`config.mk`:
```
export PLATFORM = sky130hd
export DESIGN_NAME = or1420CiSubsystem
export DESIGN_NICKNAME = d
export VERILOG_FILES = /design/src/hw/ciPkg.sv /design/src/hw/profilePkg.sv /design/src/hw/ciBus.sv /design/src/hw/resetSequencer.sv /design/src/hw/swapByteUnit.sv /design/src/hw/delayUnit.sv /design/src/hw/profileControl.sv /design/src/hw/profileCounters.sv /design/src/hw/or1420CiSubsystem.sv
export SDC_FILE = /design/constraint.sdc
export NUM_CORES = 1
export LEC_CHECK = 0
export BUFFER_PORTS_ARGS = -buffer_cell sky130_fd_sc_hd__buf_2
export CORE_MARGIN = 2
export CORE_UTILIZATION = 53
export CTS_CLUSTER_SIZE = 40
export DETAILED_ROUTE_END_ITERATION = 7
export PLACE_DENSITY = 0.73
export SLEW_MARGIN = 0
export SYNTH_ARGS = -nofsm -noshare
export SYNTH_HDL_FRONTEND = slang
export SYNTH_SLANG_ARGS = --single-unit
```
`constraint.sdc`:
```
create_clock -name s_systemClock -period 3.9 [get_ports s_systemClock]
set_input_delay 0.195 -clock s_systemClock [delete_from_list [all_inputs] [get_ports s_systemClock]]
set_output_delay 0.195 -clock s_systemClock [all_outputs]
set_load 0.02 [all_outputs]
```
`src/hw/ciPkg.sv`:
```
package ciPkg;

  // operand and result word of the custom-instruction port
  typedef logic [31:0] ciWord_t;

  // custom-instruction number as seen on ciN
  typedef logic [7:0] ciId_t;

  // every unit answers with one of these, the top ORs them together
  typedef struct packed {
    logic    done;
    ciWord_t result;
  } ciResponse_t;

  // ############################
  // instruction ids
  localparam ciId_t swapByteId = 8'd1;
  localparam ciId_t delayId = 8'd6;
  localparam ciId_t profileId = 8'd8;

  // ############################
  // timing

  // 74.25 MHz system clock, fraction dropped
  localparam int unsigned cpuCyclesPerMicrosecond = 74;

  // cycles the CPU stays in reset after PLL lock
  localparam int unsigned resetHoldCycles = 16;

endpackage

```
`src/hw/profilePkg.sv`:
```
package profilePkg;

  localparam int unsigned nrOfCounters = 4;

  // one bit per counter
  typedef logic [nrOfCounters - 1:0] counterMask_t;

  // counter index taken from operand A
  typedef logic [$clog2(nrOfCounters) - 1:0] counterSel_t;

  typedef ciPkg::ciWord_t counterArray_t [nrOfCounters];

  // low bit of each 4-bit command mask in operand B
  localparam int unsigned enableField = 0;
  localparam int unsigned disableField = 4;
  localparam int unsigned clearField = 8;

endpackage

```
`src/hw/ciBus.sv`:
```
`timescale 1ns/1ps

// instruction request from the CPU, fanned out to every unit
interface ciBus;
  import ciPkg::*;

  // one-cycle pulse, the operands are valid in that cycle only
  logic    start;
  ciId_t   n;
  ciWord_t dataA;
  ciWord_t dataB;

  modport cpu (
    output start,
    output n,
    output dataA,
    output dataB
  );

  modport unit (
    input start,
    input n,
    input dataA,
    input dataB
  );

endinterface

```
`src/hw/resetSequencer.sv`:
```
`timescale 1ns/1ps

module resetSequencer (
  input  logic s_systemClock,
  input  logic s_pllLocked,
  output logic cpuReset
);
  import ciPkg::*;

  typedef logic [$clog2(resetHoldCycles + 1) - 1:0] holdCount_t;

  holdCount_t holdCount;
  logic       holdDone;

  assign holdDone = (holdCount == holdCount_t'(resetHoldCycles));

  // saturates once the hold time has passed
  always_ff @(posedge s_systemClock or negedge s_pllLocked) begin
    if (!s_pllLocked) begin
      holdCount <= '0;
    end else if (!holdDone) begin
      holdCount <= holdCount + holdCount_t'(1);
    end
  end

  assign cpuReset = !holdDone;

  // once released the CPU stays out of reset until the PLL drops lock
  releaseIsFinal : assert property (
    @(posedge s_systemClock) disable iff (!s_pllLocked)
    !cpuReset |=> !cpuReset
  );

endmodule

```
`src/hw/swapByteUnit.sv`:
```
`timescale 1ns/1ps

module swapByteUnit (
  ciBus.unit                 ci,
  output ciPkg::ciResponse_t response
);
  import ciPkg::*;

  logic    hit;
  ciWord_t swapped;

  assign hit = ci.start && (ci.n == swapByteId);

  // dataB bit 0 picks the mode
  always_comb begin
    if (ci.dataB[0]) begin
      // swap the bytes inside each halfword
      swapped = {ci.dataA[23:16], ci.dataA[31:24], ci.dataA[7:0], ci.dataA[15:8]};
    end else begin
      // full word byte reversal
      swapped = {ci.dataA[7:0], ci.dataA[15:8], ci.dataA[23:16], ci.dataA[31:24]};
    end
  end

  // answers in the start cycle
  assign response.done = hit;
  assign response.result = hit ? swapped : '0;

endmodule

```
`src/hw/delayUnit.sv`:
```
`timescale 1ns/1ps

module delayUnit #(
  parameter int unsigned cyclesPerMicrosecond = ciPkg::cpuCyclesPerMicrosecond
) (
  input  logic               s_systemClock,
  input  logic               s_pllLocked,
  ciBus.unit                 ci,
  output ciPkg::ciResponse_t response
);
  import ciPkg::*;

  typedef logic [$clog2(cyclesPerMicrosecond + 1) - 1:0] prescale_t;

  logic      startDelay;
  logic      busy;
  logic      doneReg;
  logic      lastCycle;
  ciWord_t   microseconds;
  prescale_t prescaler;

  assign startDelay = ci.start && (ci.n == delayId);

  // final edge of the last microsecond
  assign lastCycle = (prescaler == '0) && (microseconds == ciWord_t'(1));

  // ############################
  // countdown
  always_ff @(posedge s_systemClock or negedge s_pllLocked) begin
    if (!s_pllLocked) begin
      busy <= 1'b0;
      doneReg <= 1'b0;
      microseconds <= '0;
      prescaler <= '0;
    end else begin
      doneReg <= 1'b0;
      if (startDelay) begin
        microseconds <= ci.dataA;
        prescaler <= prescale_t'(cyclesPerMicrosecond - 1);
        // a zero delay answers on the next cycle
        busy <= (ci.dataA != '0);
        doneReg <= (ci.dataA == '0);
      end else if (busy) begin
        if (lastCycle) begin
          busy <= 1'b0;
          doneReg <= 1'b1;
        end else if (prescaler == '0) begin
          prescaler <= prescale_t'(cyclesPerMicrosecond - 1);
          microseconds <= microseconds - ciWord_t'(1);
        end else begin
          prescaler <= prescaler - prescale_t'(1);
        end
      end
    end
  end

  assign response.done = doneReg;
  assign response.result = '0;

  // the CPU blocks until done, so no second delay may start meanwhile
  noStartWhileBusy : assert property (
    @(posedge s_systemClock) disable iff (!s_pllLocked)
    (busy || doneReg) |-> !startDelay
  );

endmodule

```
`src/hw/profileControl.sv`:
```
`timescale 1ns/1ps

module profileControl (
  input  logic                     s_systemClock,
  input  logic                     s_pllLocked,
  ciBus.unit                       ci,
  output profilePkg::counterMask_t enableMask,
  output profilePkg::counterMask_t clearMask,
  input  profilePkg::counterArray_t counters,
  output ciPkg::ciResponse_t       response
);
  import ciPkg::*;
  import profilePkg::*;

  logic         hit;
  counterSel_t  sel;
  counterMask_t enableReg;
  counterMask_t enableCmd;
  counterMask_t disableCmd;
  counterMask_t clearCmd;

  assign hit = ci.start && (ci.n == profileId);
  assign sel = ci.dataA[$bits(counterSel_t) - 1:0];

  // ############################
  // command fields of operand B
  assign enableCmd = ci.dataB[enableField +: nrOfCounters];
  assign disableCmd = ci.dataB[disableField +: nrOfCounters];
  assign clearCmd = ci.dataB[clearField +: nrOfCounters];

  // disable wins over enable for the same counter
  always_ff @(posedge s_systemClock or negedge s_pllLocked) begin
    if (!s_pllLocked) begin
      enableReg <= '0;
    end else if (hit) begin
      enableReg <= (enableReg | enableCmd) & ~disableCmd;
    end
  end

  assign enableMask = enableReg;

  // clear lasts for the start cycle only
  assign clearMask = hit ? clearCmd : '0;

  // read value is the one held before the command takes effect
  assign response.done = hit;
  assign response.result = hit ? counters[sel] : '0;

endmodule

```
`src/hw/profileCounters.sv`:
```
`timescale 1ns/1ps

module profileCounters (
  input  logic                      s_systemClock,
  input  logic                      s_pllLocked,
  input  logic                      cpuReset,
  input  logic                      stall,
  input  logic                      busIdle,
  input  profilePkg::counterMask_t  enableMask,
  input  profilePkg::counterMask_t  clearMask,
  output profilePkg::counterArray_t counters
);
  import ciPkg::*;
  import profilePkg::*;

  counterMask_t events;

  // event per counter: cycles, stall, bus idle, stall with idle bus
  assign events = {stall & busIdle, busIdle, stall, 1'b1};

  // ############################
  // counters
  always_ff @(posedge s_systemClock or negedge s_pllLocked) begin
    if (!s_pllLocked) begin
      for (int i = 0; i < nrOfCounters; i++) begin
        counters[i] <= '0;
      end
    end else begin
      for (int i = 0; i < nrOfCounters; i++) begin
        if (cpuReset || clearMask[i]) begin
          counters[i] <= '0;
        end else if (enableMask[i] && events[i]) begin
          // wraps at the top
          counters[i] <= counters[i] + ciWord_t'(1);
        end
      end
    end
  end

endmodule

```
`src/hw/or1420CiSubsystem.sv`:
```
`timescale 1ns/1ps

module or1420CiSubsystem (
  input  logic           s_systemClock,
  input  logic           s_pllLocked,
  input  logic           ciStart,
  input  ciPkg::ciId_t   ciN,
  input  ciPkg::ciWord_t ciDataA,
  input  ciPkg::ciWord_t ciDataB,
  input  logic           stall,
  input  logic           busIdle,
  output logic           cpuReset,
  output logic           ciDone,
  output ciPkg::ciWord_t ciResult
);
  import ciPkg::*;
  import profilePkg::*;

  ciResponse_t   swapResponse;
  ciResponse_t   delayResponse;
  ciResponse_t   profileResponse;
  counterMask_t  enableMask;
  counterMask_t  clearMask;
  counterArray_t counters;

  resetSequencer resetSeq (
    .s_systemClock(s_systemClock),
    .s_pllLocked(s_pllLocked),
    .cpuReset(cpuReset)
  );

  // ############################
  // instruction request fan-out
  ciBus ciIf ();

  assign ciIf.start = ciStart;
  assign ciIf.n = ciN;
  assign ciIf.dataA = ciDataA;
  assign ciIf.dataB = ciDataB;

  swapByteUnit swapByte (
    .ci(ciIf.unit),
    .response(swapResponse)
  );

  delayUnit #(
    .cyclesPerMicrosecond(cpuCyclesPerMicrosecond)
  ) delayMicro (
    .s_systemClock(s_systemClock),
    .s_pllLocked(s_pllLocked),
    .ci(ciIf.unit),
    .response(delayResponse)
  );

  // ############################
  // profiler
  profileControl profileCtrl (
    .s_systemClock(s_systemClock),
    .s_pllLocked(s_pllLocked),
    .ci(ciIf.unit),
    .enableMask(enableMask),
    .clearMask(clearMask),
    .counters(counters),
    .response(profileResponse)
  );

  profileCounters profileCnt (
    .s_systemClock(s_systemClock),
    .s_pllLocked(s_pllLocked),
    .cpuReset(cpuReset),
    .stall(stall),
    .busIdle(busIdle),
    .enableMask(enableMask),
    .clearMask(clearMask),
    .counters(counters)
  );

  // idle units drive zero, so OR merging is enough
  assign ciDone = swapResponse.done | delayResponse.done | profileResponse.done;
  assign ciResult = swapResponse.result | delayResponse.result | profileResponse.result;

  singleResponder : assert property (
    @(posedge s_systemClock) disable iff (!s_pllLocked)
    $onehot0({swapResponse.done, delayResponse.done, profileResponse.done})
  );

endmodule

```
=== After elaboration in Yosys (flattened, before gate mapping) ===
Index checks and enable logic that the tools add are counted.

* Word-level logic and storage cells: 84
* Memory bits (writable): 0
* Latch bits: 0
* Register bits after elaboration: 178
* Memory bits (read-only): 0
* Memories: 0
* Output and inout port bits: 34

* Multiplexer cells: 29
* Div/mod/pow operators: 0
* Multipliers: 0
* Magnitude comparators: 1
* Shift-type cells: 0
* Reduce and logical (&&, ||, !) cells: 23
* Bitwise operators: 8
* Eq/ne operators: 6
* $add $sub $neg: 7

{| class="wikitable"
|+ Operators with widths
! operator !! number
|-
| 32-bit two-way mux || 17
|-
| 32-bit by 1-bit adder with 32-bit output, second input constant || 4
|-
| 32-bit binary-select mux with 2-bit select || 1
|-
| 32-bit by 1-bit == test with 1-bit output, second input constant || 1
|-
| 32-bit zero test || 1
|-
| 32-bit OR || 1
|-
| 32-bit nonzero test || 1
|-
| 32-bit by 1-bit subtractor with 32-bit output, second input constant || 1
|-
| 7-bit two-way mux || 4
|-
| 2-bit nonzero test || 6
|-
| 8-bit by 1-bit == test with 1-bit output, second input constant || 1
|-
| 8-bit by 3-bit == test with 1-bit output, second input constant || 1
|-
| 8-bit by 4-bit == test with 1-bit output, second input constant || 1
|-
| 1-bit logical AND || 7
|-
| 7-bit zero test || 1
|-
| 7-bit by 1-bit subtractor with 7-bit output, second input constant || 1
|-
| 1-bit two-way mux || 6
|-
| 5-bit by 1-bit adder with 5-bit output, second input constant || 1
|-
| 5-bit == test, second input constant || 1
|-
| 4-bit AND || 1
|-
| 1-bit logical OR || 4
|-
| 4-bit two-way mux || 1
|-
| 4-bit inverter || 1
|-
| 4-bit OR || 1
|-
| 8 further kinds || 9
|}

=== Longest topological paths before layout ===
* Depth in word-level cells: 6
* Depth in mapped cells: 9
* Gate-level depth less buffers: 8

=== Hierarchy ===
A second synthesis with hierarchy kept.

* Cell total of the unflattened synthesis: 1252
* Area, all modules: 11810.1 um^2

{| class="wikitable"
|+ Modules (own cells, without submodules)
! module !! area each (um^2) !! cells each !! instances !! sequential area each (um^2)
|-
| profileCounters || 6357.3 || 678 || 1 || 3203.1
|-
| delayUnit || 2839.0 || 339 || 1 || 1026.0
|-
| profileControl || 1295.0 || 96 || 1 || 100.1
|-
| swapByteUnit || 855.8 || 85 || 1 || 0.0
|-
| resetSequencer || 256.5 || 21 || 1 || 125.1
|-
| or1420CiSubsystem || 206.4 || 33 || 1 || 0.0
|}

=== Worst setup path before layout ===
Ideal clock, no wire load.

* Path kind: register to register
* Start: register delayMicro.microseconds[6]
* End: register delayMicro.microseconds[1]
* Required time: 3.779 ns
* Cell stages (with the launch flop): 8
* Setup time: 0.121 ns
* Arrival: 2.392 ns
* Path slack: 1.387 ns
* Clock period less this slack: 2.513 ns
* Cell sequence: dfrtp_1 or4_4 or4_4 nor4_2 buf_4 nand2b_1 nand2_1 a22o_1

* Word-level cells in the longest chain between the ends: 4

{| class="wikitable"
|+ RTL lines
! what !! RTL line !! source
|-
| start, declared || delayUnit.sv:19 || <nowiki>ciWord_t microseconds;</nowiki>
|-
| start signal, assigned || delayUnit.sv:38 || <nowiki>microseconds <= ci.dataA;</nowiki>
|-
| start signal, assigned || delayUnit.sv:49 || <nowiki>microseconds <= microseconds - ciWord_t'(1);</nowiki>
|-
| 32-bit by 1-bit == test with 1-bit output || delayUnit.sv:25 || <nowiki>assign lastCycle = (prescaler == '0) && (microseconds == ciWord_t'(1));</nowiki>
|-
| 1-bit logical AND || delayUnit.sv:25 ||
|-
| 2-bit by 1-bit inequality test with 1-bit output (no line) || n/a ||
|-
| 3-bit AND reduction (no line) || n/a ||
|}

No other way between the ends.
A chain may end at the register's enable or synchronous reset.

=== Worst setup path in the final report ===
* Start: register delayMicro.microseconds[1]
* End: register delayMicro.microseconds[1]

* Word-level cells in the longest chain between the ends: 5
* Elaborated cells on any way between the ends: 9
* Those cells by class: 1 x add/sub; 2 x eq/ne; 4 x mux; 2 x reduce/logical

{| class="wikitable"
|+ RTL lines
! what !! RTL line !! source
|-
| 32-bit by 1-bit subtractor with 32-bit output || delayUnit.sv:49 ||
|-
| 32-bit two-way mux || delayUnit.sv:47 || <nowiki>end else if (prescaler == '0) begin</nowiki>
|-
| 32-bit two-way mux || delayUnit.sv:44 || <nowiki>if (lastCycle) begin</nowiki>
|-
| 32-bit two-way mux || delayUnit.sv:43 || <nowiki>end else if (busy) begin</nowiki>
|-
| 32-bit two-way mux || delayUnit.sv:37 || <nowiki>if (startDelay) begin</nowiki>
|}

Parallel ways exist; a longest one is shown, timed or not. The select of a mux whose other input is x is not followed.

==> summary.md <==
| Metric | Value |
|---|---|
| Die W | `145 µm` |
| Cell count after synthesis | `1127` |
| FF-to-FF End | `delayMicro.microseconds[1]` |
| Initial antenna violation count | `0` |
| Critical setup path kind | `register to register` |
| Post-detail-place hpwl | `20.6 mm` |
| Violation count after the first detailed-route iteration | `812` |
| Netlist cell types | `54` |
| Routed WL | `28.5 mm` |
| Antenna viol nets, final | `0` |
| Drt via density | `6.00` |
| Nets | `1290` |
| Worst slew margin | `35.5%` |
| Max H-tree Level | `4` |
| FF-to-FF path depth | `9` |
| Critical Path Source Type | `register` |
| Synth Flop Type | `dfrtp_1` |
| Initial Util | `54.2%` |
| Max-slew violation count | `0` |
| Critical path peak fanout | `21` |
| Synth Net Count | `1213` |
| VDD IR-drop max | `0.228 mV` |
| CTS tree | `built` |
| Bufs on Longest Clock Path | `2` |
| Ports | `111` |
| Reg2reg start | `delayMicro.microseconds[1]` |
| Max-Cap Viols | `0` |
| Largest net degree at the start of global routing | `101` |
| Async SR Flop Fraction | `100%` |
| Post-synth top area cell | `dfrtp_1` |
| RSZ-0062 raised after global routing | `no` |
| Crit path capture type | `register` |
| Final Hold Slack | `11.4 ps` |
| Worst-Skew Late Latency | `450 ps` |
| Routed len/inst | `19.2 µm` |
| Actual slew at the worst max-slew pin | `966 ps` |
| Run status | `completed` |
| Pre-Repair DR Iteration Count | `5` |
| Pleak | `5.07 nW` |
| DRC | `0` |
| Power Dens Cells | `354 nW/µm²` |
| Vias in the first global route | `8511` |
| Clock sink total | `178` |
| Synth-to-Final Area Change | `13.0%` |
| Core Box Area | `19500 µm²` |
| Dominant cells by area after synthesis | `dfrtp_1 (42%), mux4_2 (6.8%), xnor2_1 (6.1%)` |
| Core Rows | `51` |
| Gr usage total | `27.9%` |
| Routability cong. | `0.920` |
| Vias | `8893` |
| Hold Path Depth | `3` |
| Worst Skew | `11.5 ps` |
| Max Fclk | `0.356 GHz` |
| Final WS setup | `1090 ps` |
| Synthesized area | `10500 µm²` |
| Critical path required time | `4230 ps` |
| Final number of setup-violating endpoints | `0` |
| Clk root buf | `clkbuf_16` |
| Seq/Total Area, Yosys | `42.3%` |
| Synthesis Warnings | `0` |
| Synthesized flop and latch total | `178` |
| Post-synth EDFFs | `0` |
| Worst Path Arrival | `3140 ps` |
| Worst reg-to-reg setup slack | `1090 ps` |
| Worst min-delay path category | `input port to register` |
| Number of setup buffers added after CTS | `0` |
| Post-synth top area share | `42.3%` |
| Minimum clock period | `2810 ps` |
| Start point of the worst hold path | `ciDataA[20]` |
| Setup TNS | `0 ps` |
| Hold buffer count at CTS | `5` |
| Clock Pin Slew Worst Setup and Hold Paths | `80 ps` |
| Post-CTS sizing | `0` |
| Final Cycle Share | `72.0%` |
| Fraction of layout cells with a size suffix above 1 | `15.3%` |
| Die height | `145 µm` |
| Global-route wire length before repair | `46.1 mm` |
| Syn Area/Cell | `9.35 µm²` |
| I/O Buffers | `90` |
| Grt ovf | `0` |
| Inserted Clock Buffers | `17` |
| Final hold vios | `0` |
| Pre-CTS setup slack | `917 ps` |
| Area of the die | `21000 µm²` |
| Antenna diode count | `0` |
| Worst Hold End | `delayMicro.microseconds[20]` |
## Yosys cell counts (21+ instances only)
library cell,n
inv_1,21
nand2_1,116
nor3_1,35
xnor2_1,74
nand4_1,35
dfrtp_1,178
nor2_1,156
o21ai_0,54
mux4_2,32
clkbuf_1,39
nand3_1,43
and3_1,25
mux2i_1,36
or3_1,33
a21oi_1,45
nor4_1,26
xor2_1,64
## stage by stage
stage / util [%] / cell area [µm²] / instances / power, mW
3_3_place_gp: 57.9 / 11300 / 1445 / 2.48
4_1_cts: 61.2 / 11900 / 1482 / 4.23
6_report: 61.2 / 11900 / 1482 / 4.22
5_1_grt: 61.2 / 11900 / 1482 / 4.38
2_1_floorplan: - / 10500 / 1127 / 2.31
3_5_place_dp: 57.9 / 11300 / 1445 / 2.50
## registers in the layout (all words and copies together), names as in the netlist
| name | cells |
|---|---|
| resetSeq.holdCount | 5 |
| profileCnt.counters | 128 |
| delayMicro.microseconds | 32 |
| profileCtrl.enableMask | 4 |
| delayMicro.doneReg | 1 |
| delayMicro.busy | 1 |
| delayMicro.prescaler | 7 |
## worst max path at each step
stage	start	to	slack, ps	cells after the start
6_report	delayMicro.microseconds[1]	delayMicro.microseconds[1]	1090	9
4_1_cts	resetSeq.holdCount[0]	profileCnt.counters[127]	1120	10
3_5_place_dp	ciN[4]	profileCnt.counters[127]	920	8
3_3_place_gp	ciN[4]	profileCnt.counters[127]	1010	8
5_1_grt	resetSeq.holdCount[0]	profileCnt.counters[127]	870	10
2_1_floorplan	delayMicro.microseconds[6]	delayMicro.microseconds[1]	1390	7
## worst max-delay path, cell delays in order (launching register included)
cell,delay [ps]
dfrtp_1,390
inv_1,110
ha_1,150
nor4b_1,520
or4b_1,540
nor4_2,150
buf_4,300
nand2b_1,270
nand2_1,80
a22o_1,170
## layer usage
| metal | vias to the layer above | track usage [%] | share of wire (%) |
|---|---|---|---|
| li1 | 4159 | - | - |
| met1 | 4340 | 39.1 | 42 |
| met2 | 344 | 43.6 | 46 |
| met3 | 50 | 5.19 | 8.0 |
| met4 | 0 | 10.2 | 3.0 |
| met5 | - | 0 | 0 |
## cells by family after synthesis
family,after synthesis,share of synthesized area [%]
xor+xnor,138,11.5
buf+inv,76,2.82
flops,178,42.3
fa+ha+maj,9,1.07
compound gates,133,7.14
simple gates,524,24.9
mux,69,10.4
## placed cells by master (no fill, tap or decap), types with 8 or more instances in the layout
cell       instances
dfrtp_1          178
nor2_1           156
nand2_1          116
buf_2             89
xnor2_1           74
xor2_1            64
o21ai_0           54
a21oi_1           45
nand3_1           43
mux2i_1           36
nand4_1           35
nor3_1            34
or3_1             33
mux4_2            32
nor4_1            26
and3_1            25
inv_1             21
buf_4             18
clkbuf_16         17
o21ai_1           13
and4_1             9
ha_1               9
and2_1             8
## power breakdown
part	total [mW]	switching [mW]	internal, mW
Combinational	0.400	0.223	0.177
Clock	1.74	0.772	0.972
Sequential	2.08	0.134	1.94
## area by class of cell
type | instances | area (µm²)
clock inverter | 13 | 150
clock buffer | 19 | 443
timing repair buffer | 113 | 642
multi-input combinational | 873 | 5810
tap | 265 | 332
sequential | 178 | 4450
fill | 1650 | 7550
inverter | 21 | 78.8
(Power assumes the default switching activity.)
